===== src/hdl/i2c_consts.svh =====
// ==========================================================
// I2C subsystem constants
// register offsets of the I2C write engine, the reset value
// of the SCL half period and the synthesizer table length
// ==========================================================
`ifndef I2C_CONSTS_SVH
`define I2C_CONSTS_SVH

// a write to the command register starts one transaction
`define I2C_REG_CMD 8'h00
// SCL half period in clocks, read/write, 16 bits wide
`define I2C_REG_PERIOD 8'h10
// read-only status, bit 0 is busy and bit 1 the sticky nack
`define I2C_REG_STATUS 8'h14

// half period after reset
`define I2C_DEFAULT_HALF_PERIOD 16'd8

// number of register/value pairs the sequencer writes
`define SYNTH_TABLE_LEN 6

`endif

===== src/hdl/i2c_pkg.sv =====
// ==========================================================
// I2C subsystem types
// bus request and I2C command layouts shared by the
// sequencer, the arbiter and the write engine
// ==========================================================
package i2c_pkg;

    // one request on the simple bus, strobes are single cycle
    typedef struct packed {
        logic [7:0]  addr;
        logic [31:0] wdata;
        logic        write;
        logic        read;
    } sb_req_t;

    // contents of the command register
    // it sits in the low 23 bits of wdata, dev_addr on top
    typedef struct packed {
        logic [6:0] dev_addr;
        logic [7:0] reg_addr;
        logic [7:0] data;
    } i2c_cmd_t;

endpackage


===== src/hdl/i2c_subsystem.sv =====
// ==========================================================
// I2C configuration subsystem, top level
// the sequencer and the host share the write engine through
// a fixed-priority bus arbiter
// ==========================================================
`timescale 1ns/1ps

module i2c_subsystem (
    input  logic             clock,
    input  logic             rst,
    input  logic             start,
    input  logic [6:0]       slave_address,
    input  i2c_pkg::sb_req_t host_req,
    input  logic             scl_in,
    input  logic             sda_in,
    output logic [31:0]      host_rdata,
    output logic             host_rvalid,
    output logic             done,
    output logic             scl_out,
    output logic             scl_out_en,
    output logic             sda_out,
    output logic             sda_out_en
);

    i2c_pkg::sb_req_t seq_req;
    i2c_pkg::sb_req_t eng_req;
    logic [31:0]      seq_rdata;
    logic             seq_rvalid;
    logic [31:0]      eng_rdata;
    logic             eng_rvalid;

    synth_config u_config (
        .clock         (clock),
        .rst           (rst),
        .start         (start),
        .slave_address (slave_address),
        .rdata         (seq_rdata),
        .rvalid        (seq_rvalid),
        .req           (seq_req),
        .done          (done)
    );

    // the sequencer is master 1 and so takes priority over the host
    sb_arbiter u_arbiter (
        .clock     (clock),
        .rst       (rst),
        .m1_req    (seq_req),
        .m2_req    (host_req),
        .s_rdata   (eng_rdata),
        .s_rvalid  (eng_rvalid),
        .s_req     (eng_req),
        .m1_rdata  (seq_rdata),
        .m1_rvalid (seq_rvalid),
        .m2_rdata  (host_rdata),
        .m2_rvalid (host_rvalid)
    );

    i2c_master u_engine (
        .clock      (clock),
        .rst        (rst),
        .bus_req    (eng_req),
        .scl_in     (scl_in),
        .sda_in     (sda_in),
        .bus_rdata  (eng_rdata),
        .bus_rvalid (eng_rvalid),
        .scl_out    (scl_out),
        .scl_out_en (scl_out_en),
        .sda_out    (sda_out),
        .sda_out_en (sda_out_en)
    );

endmodule


===== src/hdl/synth_config.sv =====
// ==========================================================
// clock synthesizer configuration sequencer
// after start it writes a fixed register table through the
// I2C engine, polling busy between writes, then pulses done
// ==========================================================
`timescale 1ns/1ps
`include "i2c_consts.svh"

module synth_config (
    input  logic             clock,
    input  logic             rst,
    input  logic             start,
    input  logic [6:0]       slave_address,
    input  logic [31:0]      rdata,
    input  logic             rvalid,
    output i2c_pkg::sb_req_t req,
    output logic             done
);

    localparam int LAST = `SYNTH_TABLE_LEN - 1;
    localparam int IDX_W = $clog2(`SYNTH_TABLE_LEN);

    // register address in the upper byte, value in the lower byte
    localparam logic [15:0] SYNTH_TABLE [0:`SYNTH_TABLE_LEN-1] = '{
        // all outputs off while the PLL is reprogrammed
        16'h03FF,
        // both PLLs take the crystal as reference
        16'h0F00,
        16'h1C0E,
        // multisynth 0 divider
        16'h2C00,
        16'h104F,
        // only CLK0 back on
        16'h03FE
    };

    // the gap state keeps sequencer requests at least two cycles apart
    typedef enum logic [2:0] {
        S_IDLE,
        S_WRITE,
        S_GAP,
        S_POLL,
        S_WAIT
    } seq_state_t;

    seq_state_t        state;
    logic [IDX_W-1:0]  idx;
    logic [15:0]       entry;
    i2c_pkg::i2c_cmd_t cmd;

    assign entry = SYNTH_TABLE[idx];

    always_comb begin
        cmd.dev_addr = slave_address;
        cmd.reg_addr = entry[15:8];
        cmd.data = entry[7:0];
    end

    always_comb begin
        req = '0;
        if (state == S_WRITE) begin
            req.addr = `I2C_REG_CMD;
            req.wdata = {9'd0, cmd};
            req.write = 1'b1;
        end else if (state == S_POLL) begin
            req.addr = `I2C_REG_STATUS;
            req.read = 1'b1;
        end
    end

    always_ff @(posedge clock) begin
        if (rst) begin
            state <= S_IDLE;
            idx <= '0;
            done <= 1'b0;
        end else begin
            done <= 1'b0;
            case (state)
                S_IDLE: begin
                    if (start) begin
                        idx <= '0;
                        state <= S_WRITE;
                    end
                end
                S_WRITE: state <= S_GAP;
                // busy is already set when the first poll reaches the engine
                S_GAP: state <= S_POLL;
                S_POLL: state <= S_WAIT;
                S_WAIT: begin
                    if (rvalid) begin
                        if (rdata[0]) begin
                            state <= S_POLL;
                        end else if (idx == IDX_W'(LAST)) begin
                            done <= 1'b1;
                            state <= S_IDLE;
                        end else begin
                            idx <= idx + 1'b1;
                            state <= S_WRITE;
                        end
                    end
                end
                default: state <= S_IDLE;
            endcase
        end
    end

endmodule


===== src/hdl/i2c_master.sv =====
// ==========================================================
// I2C byte-write engine
// register file on the simple bus plus a bit engine that
// sends start, device/register/data bytes with acknowledge
// sampling and stop on open-drain SCL and SDA
// ==========================================================
`timescale 1ns/1ps
`include "i2c_consts.svh"

module i2c_master (
    input  logic             clock,
    input  logic             rst,
    input  i2c_pkg::sb_req_t bus_req,
    input  logic             scl_in,
    input  logic             sda_in,
    output logic [31:0]      bus_rdata,
    output logic             bus_rvalid,
    output logic             scl_out,
    output logic             scl_out_en,
    output logic             sda_out,
    output logic             sda_out_en
);

    // every phase below lasts one SCL half period
    typedef enum logic [2:0] {
        ST_IDLE,
        ST_START,
        ST_BIT_LO,
        ST_BIT_HI,
        ST_STOP_LO,
        ST_STOP_HI,
        ST_STOP_END
    } state_t;

    state_t            state;
    i2c_pkg::i2c_cmd_t cmd_in;
    i2c_pkg::i2c_cmd_t cmd_q;
    logic [15:0]       period;
    logic [15:0]       cnt;
    // three bytes with a released slot after each for the acknowledge
    logic [26:0]       frame;
    logic [4:0]        bit_idx;
    logic [3:0]        bit_in_byte;
    logic              nack;
    logic              busy;
    logic              cmd_accept;
    logic              scl_released;
    logic              wait_scl;
    logic              half_done;
    logic              ack_bit;

    assign cmd_in = i2c_pkg::i2c_cmd_t'(bus_req.wdata[22:0]);
    assign busy = (state != ST_IDLE);
    // commands arriving while a transfer runs are dropped
    assign cmd_accept = bus_req.write && (bus_req.addr == `I2C_REG_CMD) && !busy;
    assign ack_bit = (bit_in_byte == 4'd8);

    // in these phases SCL is let go and the count waits for it to read high
    assign scl_released = (state == ST_START) || (state == ST_BIT_HI) ||
                          (state == ST_STOP_HI) || (state == ST_STOP_END);
    assign wait_scl = scl_released && !scl_in;
    assign half_done = !wait_scl && (cnt == period - 16'd1);

    always_ff @(posedge clock) begin
        if (rst) begin
            period <= `I2C_DEFAULT_HALF_PERIOD;
        end else if (bus_req.write && (bus_req.addr == `I2C_REG_PERIOD)) begin
            period <= bus_req.wdata[15:0];
        end
    end

    always_ff @(posedge clock) begin
        if (cmd_accept) begin
            cmd_q <= cmd_in;
        end
    end

    // read data comes back exactly one cycle after the strobe
    always_ff @(posedge clock) begin
        if (rst) begin
            bus_rvalid <= 1'b0;
        end else begin
            bus_rvalid <= bus_req.read;
        end
    end

    always_ff @(posedge clock) begin
        if (bus_req.read) begin
            case (bus_req.addr)
                `I2C_REG_CMD:    bus_rdata <= {9'd0, cmd_q};
                `I2C_REG_PERIOD: bus_rdata <= {16'd0, period};
                `I2C_REG_STATUS: bus_rdata <= {30'd0, nack, busy};
                default:         bus_rdata <= 32'd0;
            endcase
        end
    end

    // half period counter, restarted at every phase change
    always_ff @(posedge clock) begin
        if (rst || (state == ST_IDLE) || half_done) begin
            cnt <= 16'd0;
        end else if (!wait_scl) begin
            cnt <= cnt + 16'd1;
        end
    end

    // the write bit after the device address is always 0
    always_ff @(posedge clock) begin
        if (cmd_accept) begin
            frame <= {cmd_in.dev_addr, 1'b0, 1'b1, cmd_in.reg_addr, 1'b1,
                      cmd_in.data, 1'b1};
        end else if ((state == ST_BIT_HI) && half_done) begin
            frame <= {frame[25:0], 1'b0};
        end
    end

    always_ff @(posedge clock) begin
        if (rst) begin
            state <= ST_IDLE;
            bit_idx <= 5'd0;
            bit_in_byte <= 4'd0;
            nack <= 1'b0;
            scl_out <= 1'b1;
            scl_out_en <= 1'b0;
            sda_out <= 1'b1;
            sda_out_en <= 1'b0;
        end else begin
            case (state)
                ST_IDLE: begin
                    // SDA falls while SCL is still high, which is the start condition
                    if (cmd_accept) begin
                        state <= ST_START;
                        nack <= 1'b0;
                        bit_idx <= 5'd0;
                        bit_in_byte <= 4'd0;
                        sda_out <= 1'b0;
                        sda_out_en <= 1'b1;
                    end
                end
                ST_START: begin
                    if (half_done) begin
                        state <= ST_BIT_LO;
                        scl_out <= 1'b0;
                        scl_out_en <= 1'b1;
                    end
                end
                ST_BIT_LO: begin
                    // updated every cycle here, so SDA moves one clock after SCL falls
                    sda_out <= frame[26];
                    sda_out_en <= !ack_bit;
                    if (half_done) begin
                        state <= ST_BIT_HI;
                        scl_out <= 1'b1;
                        scl_out_en <= 1'b0;
                    end
                end
                ST_BIT_HI: begin
                    if (half_done) begin
                        // a released SDA on the ninth clock means no acknowledge
                        if (ack_bit && sda_in) begin
                            nack <= 1'b1;
                        end
                        scl_out <= 1'b0;
                        scl_out_en <= 1'b1;
                        if (bit_idx == 5'd26) begin
                            state <= ST_STOP_LO;
                        end else begin
                            state <= ST_BIT_LO;
                            bit_idx <= bit_idx + 5'd1;
                            bit_in_byte <= ack_bit ? 4'd0 : bit_in_byte + 4'd1;
                        end
                    end
                end
                ST_STOP_LO: begin
                    sda_out <= 1'b0;
                    sda_out_en <= 1'b1;
                    if (half_done) begin
                        state <= ST_STOP_HI;
                        scl_out <= 1'b1;
                        scl_out_en <= 1'b0;
                    end
                end
                ST_STOP_HI: begin
                    // SDA rises with SCL high, the stop condition
                    if (half_done) begin
                        state <= ST_STOP_END;
                        sda_out <= 1'b1;
                    end
                end
                ST_STOP_END: begin
                    if (half_done) begin
                        state <= ST_IDLE;
                        sda_out_en <= 1'b0;
                    end
                end
                default: begin
                    state <= ST_IDLE;
                end
            endcase
        end
    end

endmodule


===== src/hdl/sb_arbiter.sv =====
// ==========================================================
// simple bus arbiter, two masters and one slave
// master 1 has fixed priority, a colliding master 2 request
// is parked for a cycle, read data returns to its issuer
// ==========================================================
`timescale 1ns/1ps

module sb_arbiter (
    input  logic             clock,
    input  logic             rst,
    input  i2c_pkg::sb_req_t m1_req,
    input  i2c_pkg::sb_req_t m2_req,
    input  logic [31:0]      s_rdata,
    input  logic             s_rvalid,
    output i2c_pkg::sb_req_t s_req,
    output logic [31:0]      m1_rdata,
    output logic             m1_rvalid,
    output logic [31:0]      m2_rdata,
    output logic             m2_rvalid
);

    i2c_pkg::sb_req_t held_req;
    logic             held_valid;
    logic             m1_act;
    logic             m2_act;
    logic             grant_m2;
    // set when the read in flight belongs to master 2
    logic             owner;

    assign m1_act = m1_req.write | m1_req.read;
    assign m2_act = m2_req.write | m2_req.read;

    // master 1 always wins, a parked request goes before a new one
    always_comb begin
        s_req = '0;
        grant_m2 = 1'b0;
        if (m1_act) begin
            s_req = m1_req;
        end else if (held_valid) begin
            s_req = held_req;
            grant_m2 = 1'b1;
        end else if (m2_act) begin
            s_req = m2_req;
            grant_m2 = 1'b1;
        end
    end

    // the parked copy of a master 2 request that lost the slot
    always_ff @(posedge clock) begin
        if (m1_act && m2_act) begin
            held_req <= m2_req;
        end
    end

    always_ff @(posedge clock) begin
        if (rst) begin
            held_valid <= 1'b0;
            owner <= 1'b0;
        end else begin
            // the parked request leaves as soon as master 1 is quiet
            if (m1_act && m2_act) begin
                held_valid <= 1'b1;
            end else if (!m1_act) begin
                held_valid <= 1'b0;
            end
            // the slave answers one cycle later, so owner lines up with rvalid
            if (s_req.read) begin
                owner <= grant_m2;
            end
        end
    end

    // only the issuing master sees a response
    assign m1_rvalid = s_rvalid & ~owner;
    assign m2_rvalid = s_rvalid & owner;
    assign m1_rdata = owner ? 32'd0 : s_rdata;
    assign m2_rdata = owner ? s_rdata : 32'd0;

endmodule


===== config.mk =====
export PLATFORM = sky130hd
export DESIGN_NAME = i2c_subsystem
export DESIGN_NICKNAME = d
export VERILOG_FILES = /design/src/hdl/i2c_pkg.sv /design/src/hdl/i2c_subsystem.sv /design/src/hdl/synth_config.sv /design/src/hdl/i2c_master.sv /design/src/hdl/sb_arbiter.sv
export VERILOG_INCLUDE_DIRS = /design/src /design/src/hdl
export SDC_FILE = /design/constraint.sdc
export NUM_CORES = 1
export LEC_CHECK = 0
export BUFFER_PORTS_ARGS = -buffer_cell sky130_fd_sc_hd__buf_2
export CELL_PAD_IN_SITES_DETAIL_PLACEMENT = 1
export CELL_PAD_IN_SITES_GLOBAL_PLACEMENT = 1
export CORE_UTILIZATION = 30
export CTS_CLUSTER_DIAMETER = 100
export CTS_CLUSTER_SIZE = 12
export DETAILED_ROUTE_END_ITERATION = 16
export PLACE_DENSITY_LB_ADDON = 0.1
export SETUP_SLACK_MARGIN = 0.05
export SLEW_MARGIN = 0
export SYNTH_ARGS = -nofsm -noshare
export SYNTH_HDL_FRONTEND = slang
export SYNTH_SLANG_ARGS = --single-unit

===== constraint.sdc =====
create_clock -name clock -period 5.3 [get_ports clock]
set_input_delay 0.795 -clock clock [delete_from_list [all_inputs] [get_ports clock]]
set_output_delay 0.795 -clock clock [all_outputs]
set_load 0.1 [all_outputs]

======== After elaboration in Yosys (flattened, before gate mapping) ========
Memories as Yosys holds them, arrays and structs flattened.
Index checks and enable logic that the tools add are counted.
word-level totals
  register bits after elaboration ......... 174
  memory bits (read-only) ................. 128
  bits of input ports ..................... 54
  output and inout port bits .............. 38
  word-level logic and storage cells ...... 171
  memories kept ........................... 1
memories
  name             depth  width  read ports  clocked after Yosys merged registers in  wr ports  RTL line            RTL
  (no name shown)  8      16     1           0                                        0         synth_config.sv:51  assign entry = SYNTH_TABLE[idx];
operators by class
  $add $sub $neg .......................... 5
  magnitude comparators ................... 1
  eq/ne operators ......................... 32
  muxes and demuxes ....................... 60
  bitwise gates (word level) .............. 8
  reductions and logical operators ........ 38
operators by type and width
  kind                   number
  $mux 42                3
  $pmux 23 s3            1
  $mux 27                2
  $mux 3                 15
  $mux 16                2
  $mux 24                1
  $mux 23                1
  $pmux 3 s7             1
  $mux 5                 4
  $ne 2x1->1 const B     9
  $add 16x1->16 const B  1
  $eq 16x16->1           1
  $eq 8x5->1 const B     2
  $mux 1                 16
  $mux 4                 4
  $sub 16x1->16 const B  1
  $eq 3x3->1 const B     5
  $pmux 3 s5             1
  $ne 2x2->1 const B     7
  $eq 3x2->1 const B     4
  $pmux 5 s2             1
  $reduce_and 3->1       3
  $logic_and 1x1->1      8
  $logic_not 8->1        1
  other kinds (28)       50

======== Longest topological paths before layout ========
  depth after elaboration ................. 12
  gate-level depth with buffers ........... 14

======== Hierarchy ========
A second synthesis with hierarchy kept.
second synthesis, totals
  cell total of the unflattened synthesis .. 865
  area total of the unflattened synthesis .. 9,133.8 sq um
by module, submodules not included
  module        times used  cells each  area an instance (sq um)  seq. area each (sq um)
  i2c_master    1           539         5,803.1                   3,153.0
  sb_arbiter    1           229         2,595.0                   1,301.2
  synth_config  1           97          735.7                     140.1

======== Worst setup path after synthesis ========
Ideal clock, no wire load.
  path type ............................... reg2reg
  from .................................... reg u_engine.period[0]
  to ...................................... reg u_engine.frame[10] (enable)
  setup time .............................. 0.435 ns
  arrival time ............................ 4.103 ns
  required time ........................... 4.865 ns
  slack ................................... 0.762 ns
  stages on the path, launching flop included .. 11
  clock period less this slack ............ 4.538 ns
  cell sequence ........................... dfxtp_1 -> clkbuf_1 -> inv_1 -> ha_1 -> or4b_1 -> buf_2 -> nor4_1 -> mux2_2 -> a32oi_1 -> nand4bb_1 -> o21ai_0
between the ends
  longest elaborated chain between the ends .. 5
ends and longest elaborated chain
  item                         RTL line           RTL
  from (decl)                  i2c_master.sv:38   logic [15:0] period;
  from (signal assigned)       i2c_master.sv:66   period <= `I2C_DEFAULT_HALF_PERIOD;
  from (signal assigned)       i2c_master.sv:68   period <= bus_req.wdata[15:0];
  $sub 16x1->16                i2c_master.sv:62   assign half_done = !wait_scl && (cnt == period - 16'd1);
  $eq 16x16->1                 i2c_master.sv:62
  $logic_and 1x1->1            i2c_master.sv:62
  $logic_and 1x1->1            i2c_master.sv:112  end else if ((state == ST_BIT_HI) && half_done) begin
  $reduce_bool 2->1 (no line)  -
  to (signal assigned)         i2c_master.sv:110  frame <= {cmd_in.dev_addr, 1'b0, 1'b1, cmd_in.reg_addr, 1'b1,
  to (signal assigned)         i2c_master.sv:113  frame <= {frame[25:0], 1'b0};
  to (decl)                    i2c_master.sv:41   logic [26:0] frame;
Every way passes these cells.
A chain may end at the register's enable or synchronous reset.

======== Worst setup path after layout ========
  from .................................... reg u_engine.period[0]
  to ...................................... reg u_engine.frame[9]
between the ends
  longest elaborated chain between the ends .. 4
ends and longest elaborated chain
  item               RTL line
  $sub 16x1->16      i2c_master.sv:62
  $eq 16x16->1       i2c_master.sv:62
  $logic_and 1x1->1  i2c_master.sv:62
  $logic_and 1x1->1  i2c_master.sv:112
Every way passes these cells.

==> metrics <==
outcome finished with violations; failing checks design-rule violations; final period utilization 78.2%; post-synthesis sequential area ratio ~54%; cell area after synthesis 8060 um^2; Final Instance Area around 9300 um^2; synth cell count leaders edfxtp_1 (102), dfxtp_1 (63), nor2_1 (58); Lkg Pwr approximately 3.5 nW; Syn Area/Cell between 10 and 15 um^2; DIE AREA between 20,000 and 30,000 um^2; top-count cell post-synth edfxtp_1; DRC violations left 10; Syn Inst Count 738; endpoint class of the critical path register; Final Hold Fails 0; P_sw roughly 1.1 mW; Post-DP Area roughly 8700 um^2; Synth Area in Adders under 10%; maximum clock rate 0.241 GHz; hold path cells 2; Cell Chain, Critical Path inv_1, ha_1, or4b_1, nor4_1, mux2_2, a32oi_1, nand4bb_1, nor3_2, buf_12, mux2i_1, nand2_1; # setup viols final 0; Clock power frac approximately 36%; TritonCTS Buffers 17; CP peak stage delay roughly 0.65 ns; Tot GR Track Use roughly 17%; share of the synthesized area in the top cell type between 30% and 40%; worst min path class reg -> reg; total of max-cap violations 0; n_diodes 0; CTS Root Buffer Type clkbuf_16; Inst Count DP between 1,000 and 1,500; leading area contributor after synthesis edfxtp_1; Worst Path Buf+Inv 2; worst vdd ir 0.180 mV; multiplexer share of the synthesized area between 3 and 4%; top cell family by delay on the critical path simple AND/OR/NAND/NOR gates; Detailed Place HPWL around 16 mm; H-tree depth 4; CP startpoint kind register; Starting Density roughly 31%; initial antenna violation count 0; synth top area cells edfxtp_1 (38%), dfxtp_1 (16%), a22o_1 (4.1%), mux2i_1 (2.9%), nor2_1 (2.7%); largest net degree at the start of global routing 45; Clock Skew 0.0110 ns; Slew headroom around 31%; die height between 150 and 200 um; Post-synth EDFFs about 100; vias per inst around 5.2; Slowest cell on crit path or4b_1; cell row count 59; CTS tree yes; worst-path maximum fanout 25; die width 166 um; Power Dens Cells 367 nW/um^2; CTS Hold Bufs 0; layout cell share with drive strength beyond 1 around 18%; wirelength, routed 21.9 mm; Layout Cells excl Fill between 1,000 and 1,500; drt first pass iters 11; RePlAce Congestion 0.795; post-synth cell types 71; post-synthesis compound-gate area fraction between 10% and 20%; Setup CP Type reg -> reg; Post-CTS Resized 0; synth-to-layout area growth 15.4%; unrepaired setup endpoints after global routing false; Max Slew Vio Count 0; setup repair bufs after CTS 0; Synth Area in XOR/XNOR 3.26%; post-synthesis simple-gate area fraction 18.0%; NumNets Final ~860; Crit path arrival time 4.45 ns; 1st-iter DRT viols between 400 and 500; Worst Tran Pin Value around 1.0 ns; final core utilization a little over a third; CTS sink count ~170; Routed WL per cell ~19 um; ys async rst share 0%; IO Count 92; CP required approximately 5.6 ns; Skew-Pair Late Insertion Delay 0.43 ns; ys flop type edfxtp_1; Synth warnings 0; final setup TNS 0 ns; number of synthesized register bits about 170; vias in the first global route approximately 6,400; via count 5,956; largest family of logic cells by synthesized area simple AND/OR/NAND/NOR gates; Placeable Area 26,200 um^2; Antenna Violating Nets Remaining 0; P_int about 2.3 mW; Reg power frac ~45%; post-layout min period between 4 and 5 ns; CTS clk-pin slew, worst paths about 0.070 ns; Final Power ~3.4 mW; combinational power share a little under a fifth; Sw Ratio 32.0%; critical path depth in cells 11; Max clock buf depth 2; global-route wire length before repair around 36 mm; GR Overflow Total 0; I/O Buffers 73; R2R depth 11
-- flip-flops by register name, summed over array words and instances (netlist names), 3 cells and up --
signal,cells
u_engine.bit_idx,5
u_engine.bit_in_byte,4
u_config.idx,3
u_engine.period,16
u_engine.frame,27
u_config.state,3
u_engine.cnt,16
u_engine.cmd_q,23
u_arbiter.held_req,33
u_engine.bus_rdata,23
u_engine.state,3
-- cell usage in the layout (no fill, tap or decap), drive strengths merged, types with 18 or more instances in the layout --
cell type  netlist  final
dfxtp           63     63
o21ai           25     25
a22o            38     38
a21oi           23     23
nand2           38     38
nand2b          18     18
nor3            18     18
mux2i           23     23
inv             21     31
and2            33     33
clkbuf          35     20
nor2            68     68
buf             23     88
edfxtp         102    102
-- layer usage --
layer	GRT usage [%]	vias up	routed length, um
met5	0	-	0
met4	4.88	0	306
met3	2.91	23	634
met2	26.9	109	10300
met1	22.7	2977	10600
li1	-	2847	-
-- through the flow --
step	hold WS [ns]	setup WS, ns
floorplan	0.437	0.762
global placement	0.455	1.17
detailed placement	0.468	1.13
CTS	0.483	1.11
global route	0.515	0.844
finish	0.482	1.15
-- area by class of cell --
class / instances / area (um^2)
fillers: 2871 / 16900
clock buffers: 20 / 437
inverters: 22 / 82.6
multi-input cells: 501 / 3410
repair buffers: 88 / 490
clock inverters: 12 / 135
well taps: 335 / 419
flip-flops and latches: 165 / 4320
-- path summary, 6_finish.rpt --
path,from,to,slack (ns)
max,u_engine.period[0]$_SDFFE_PP0P_,u_engine.frame[9]$_SDFFE_PP1N_,1.15
min,u_engine.frame[0]$_SDFFE_PP1N_,u_engine.frame[0]$_SDFFE_PP1N_,0.48
max reg2reg,u_engine.period[0]$_SDFFE_PP0P_,u_engine.frame[9]$_SDFFE_PP1N_,1.15
min reg2reg,u_engine.frame[0]$_SDFFE_PP1N_,u_engine.frame[0]$_SDFFE_PP1N_,0.48
-- cell families (layout without fill, tap and decap cells) --
| group | count (synthesis) | count (layout) |
|---|---|---|
| adder cells (fa/ha/maj) | 12 | 12 |
| AND/OR/NAND/NOR | 256 | 256 |
| buffers and inverters | 80 | 142 |
| XOR/XNOR | 30 | 30 |
| AO/OA/AOI/OAI | 169 | 169 |
| other | 1 | 9 |
| multiplexers | 25 | 25 |
| flip-flops | 165 | 165 |
-- power by group through the flow --
stage	sequential, mW	clock [mW]	combinational, mW
floorplan	1.56	0	0.475
global placement	1.56	0	0.631
detailed placement	1.56	0	0.643
CTS	1.53	1.28	0.644
global route	1.55	1.32	0.693
finish	1.53	1.24	0.638
-- worst register-to-register path, stage by stage, from the launching register on --
cell and delay (ns):
dfxtp_1 0.40, inv_1 0.09, ha_1 0.34, or4b_1 0.65, nor4_1 0.37, mux2_2 0.40
a32oi_1 0.16, nand4bb_1 0.42, nor3_2 0.64, buf_12 0.26, mux2i_1 0.23, nand2_1 0.07
Power figures use the tool's default switching activity.
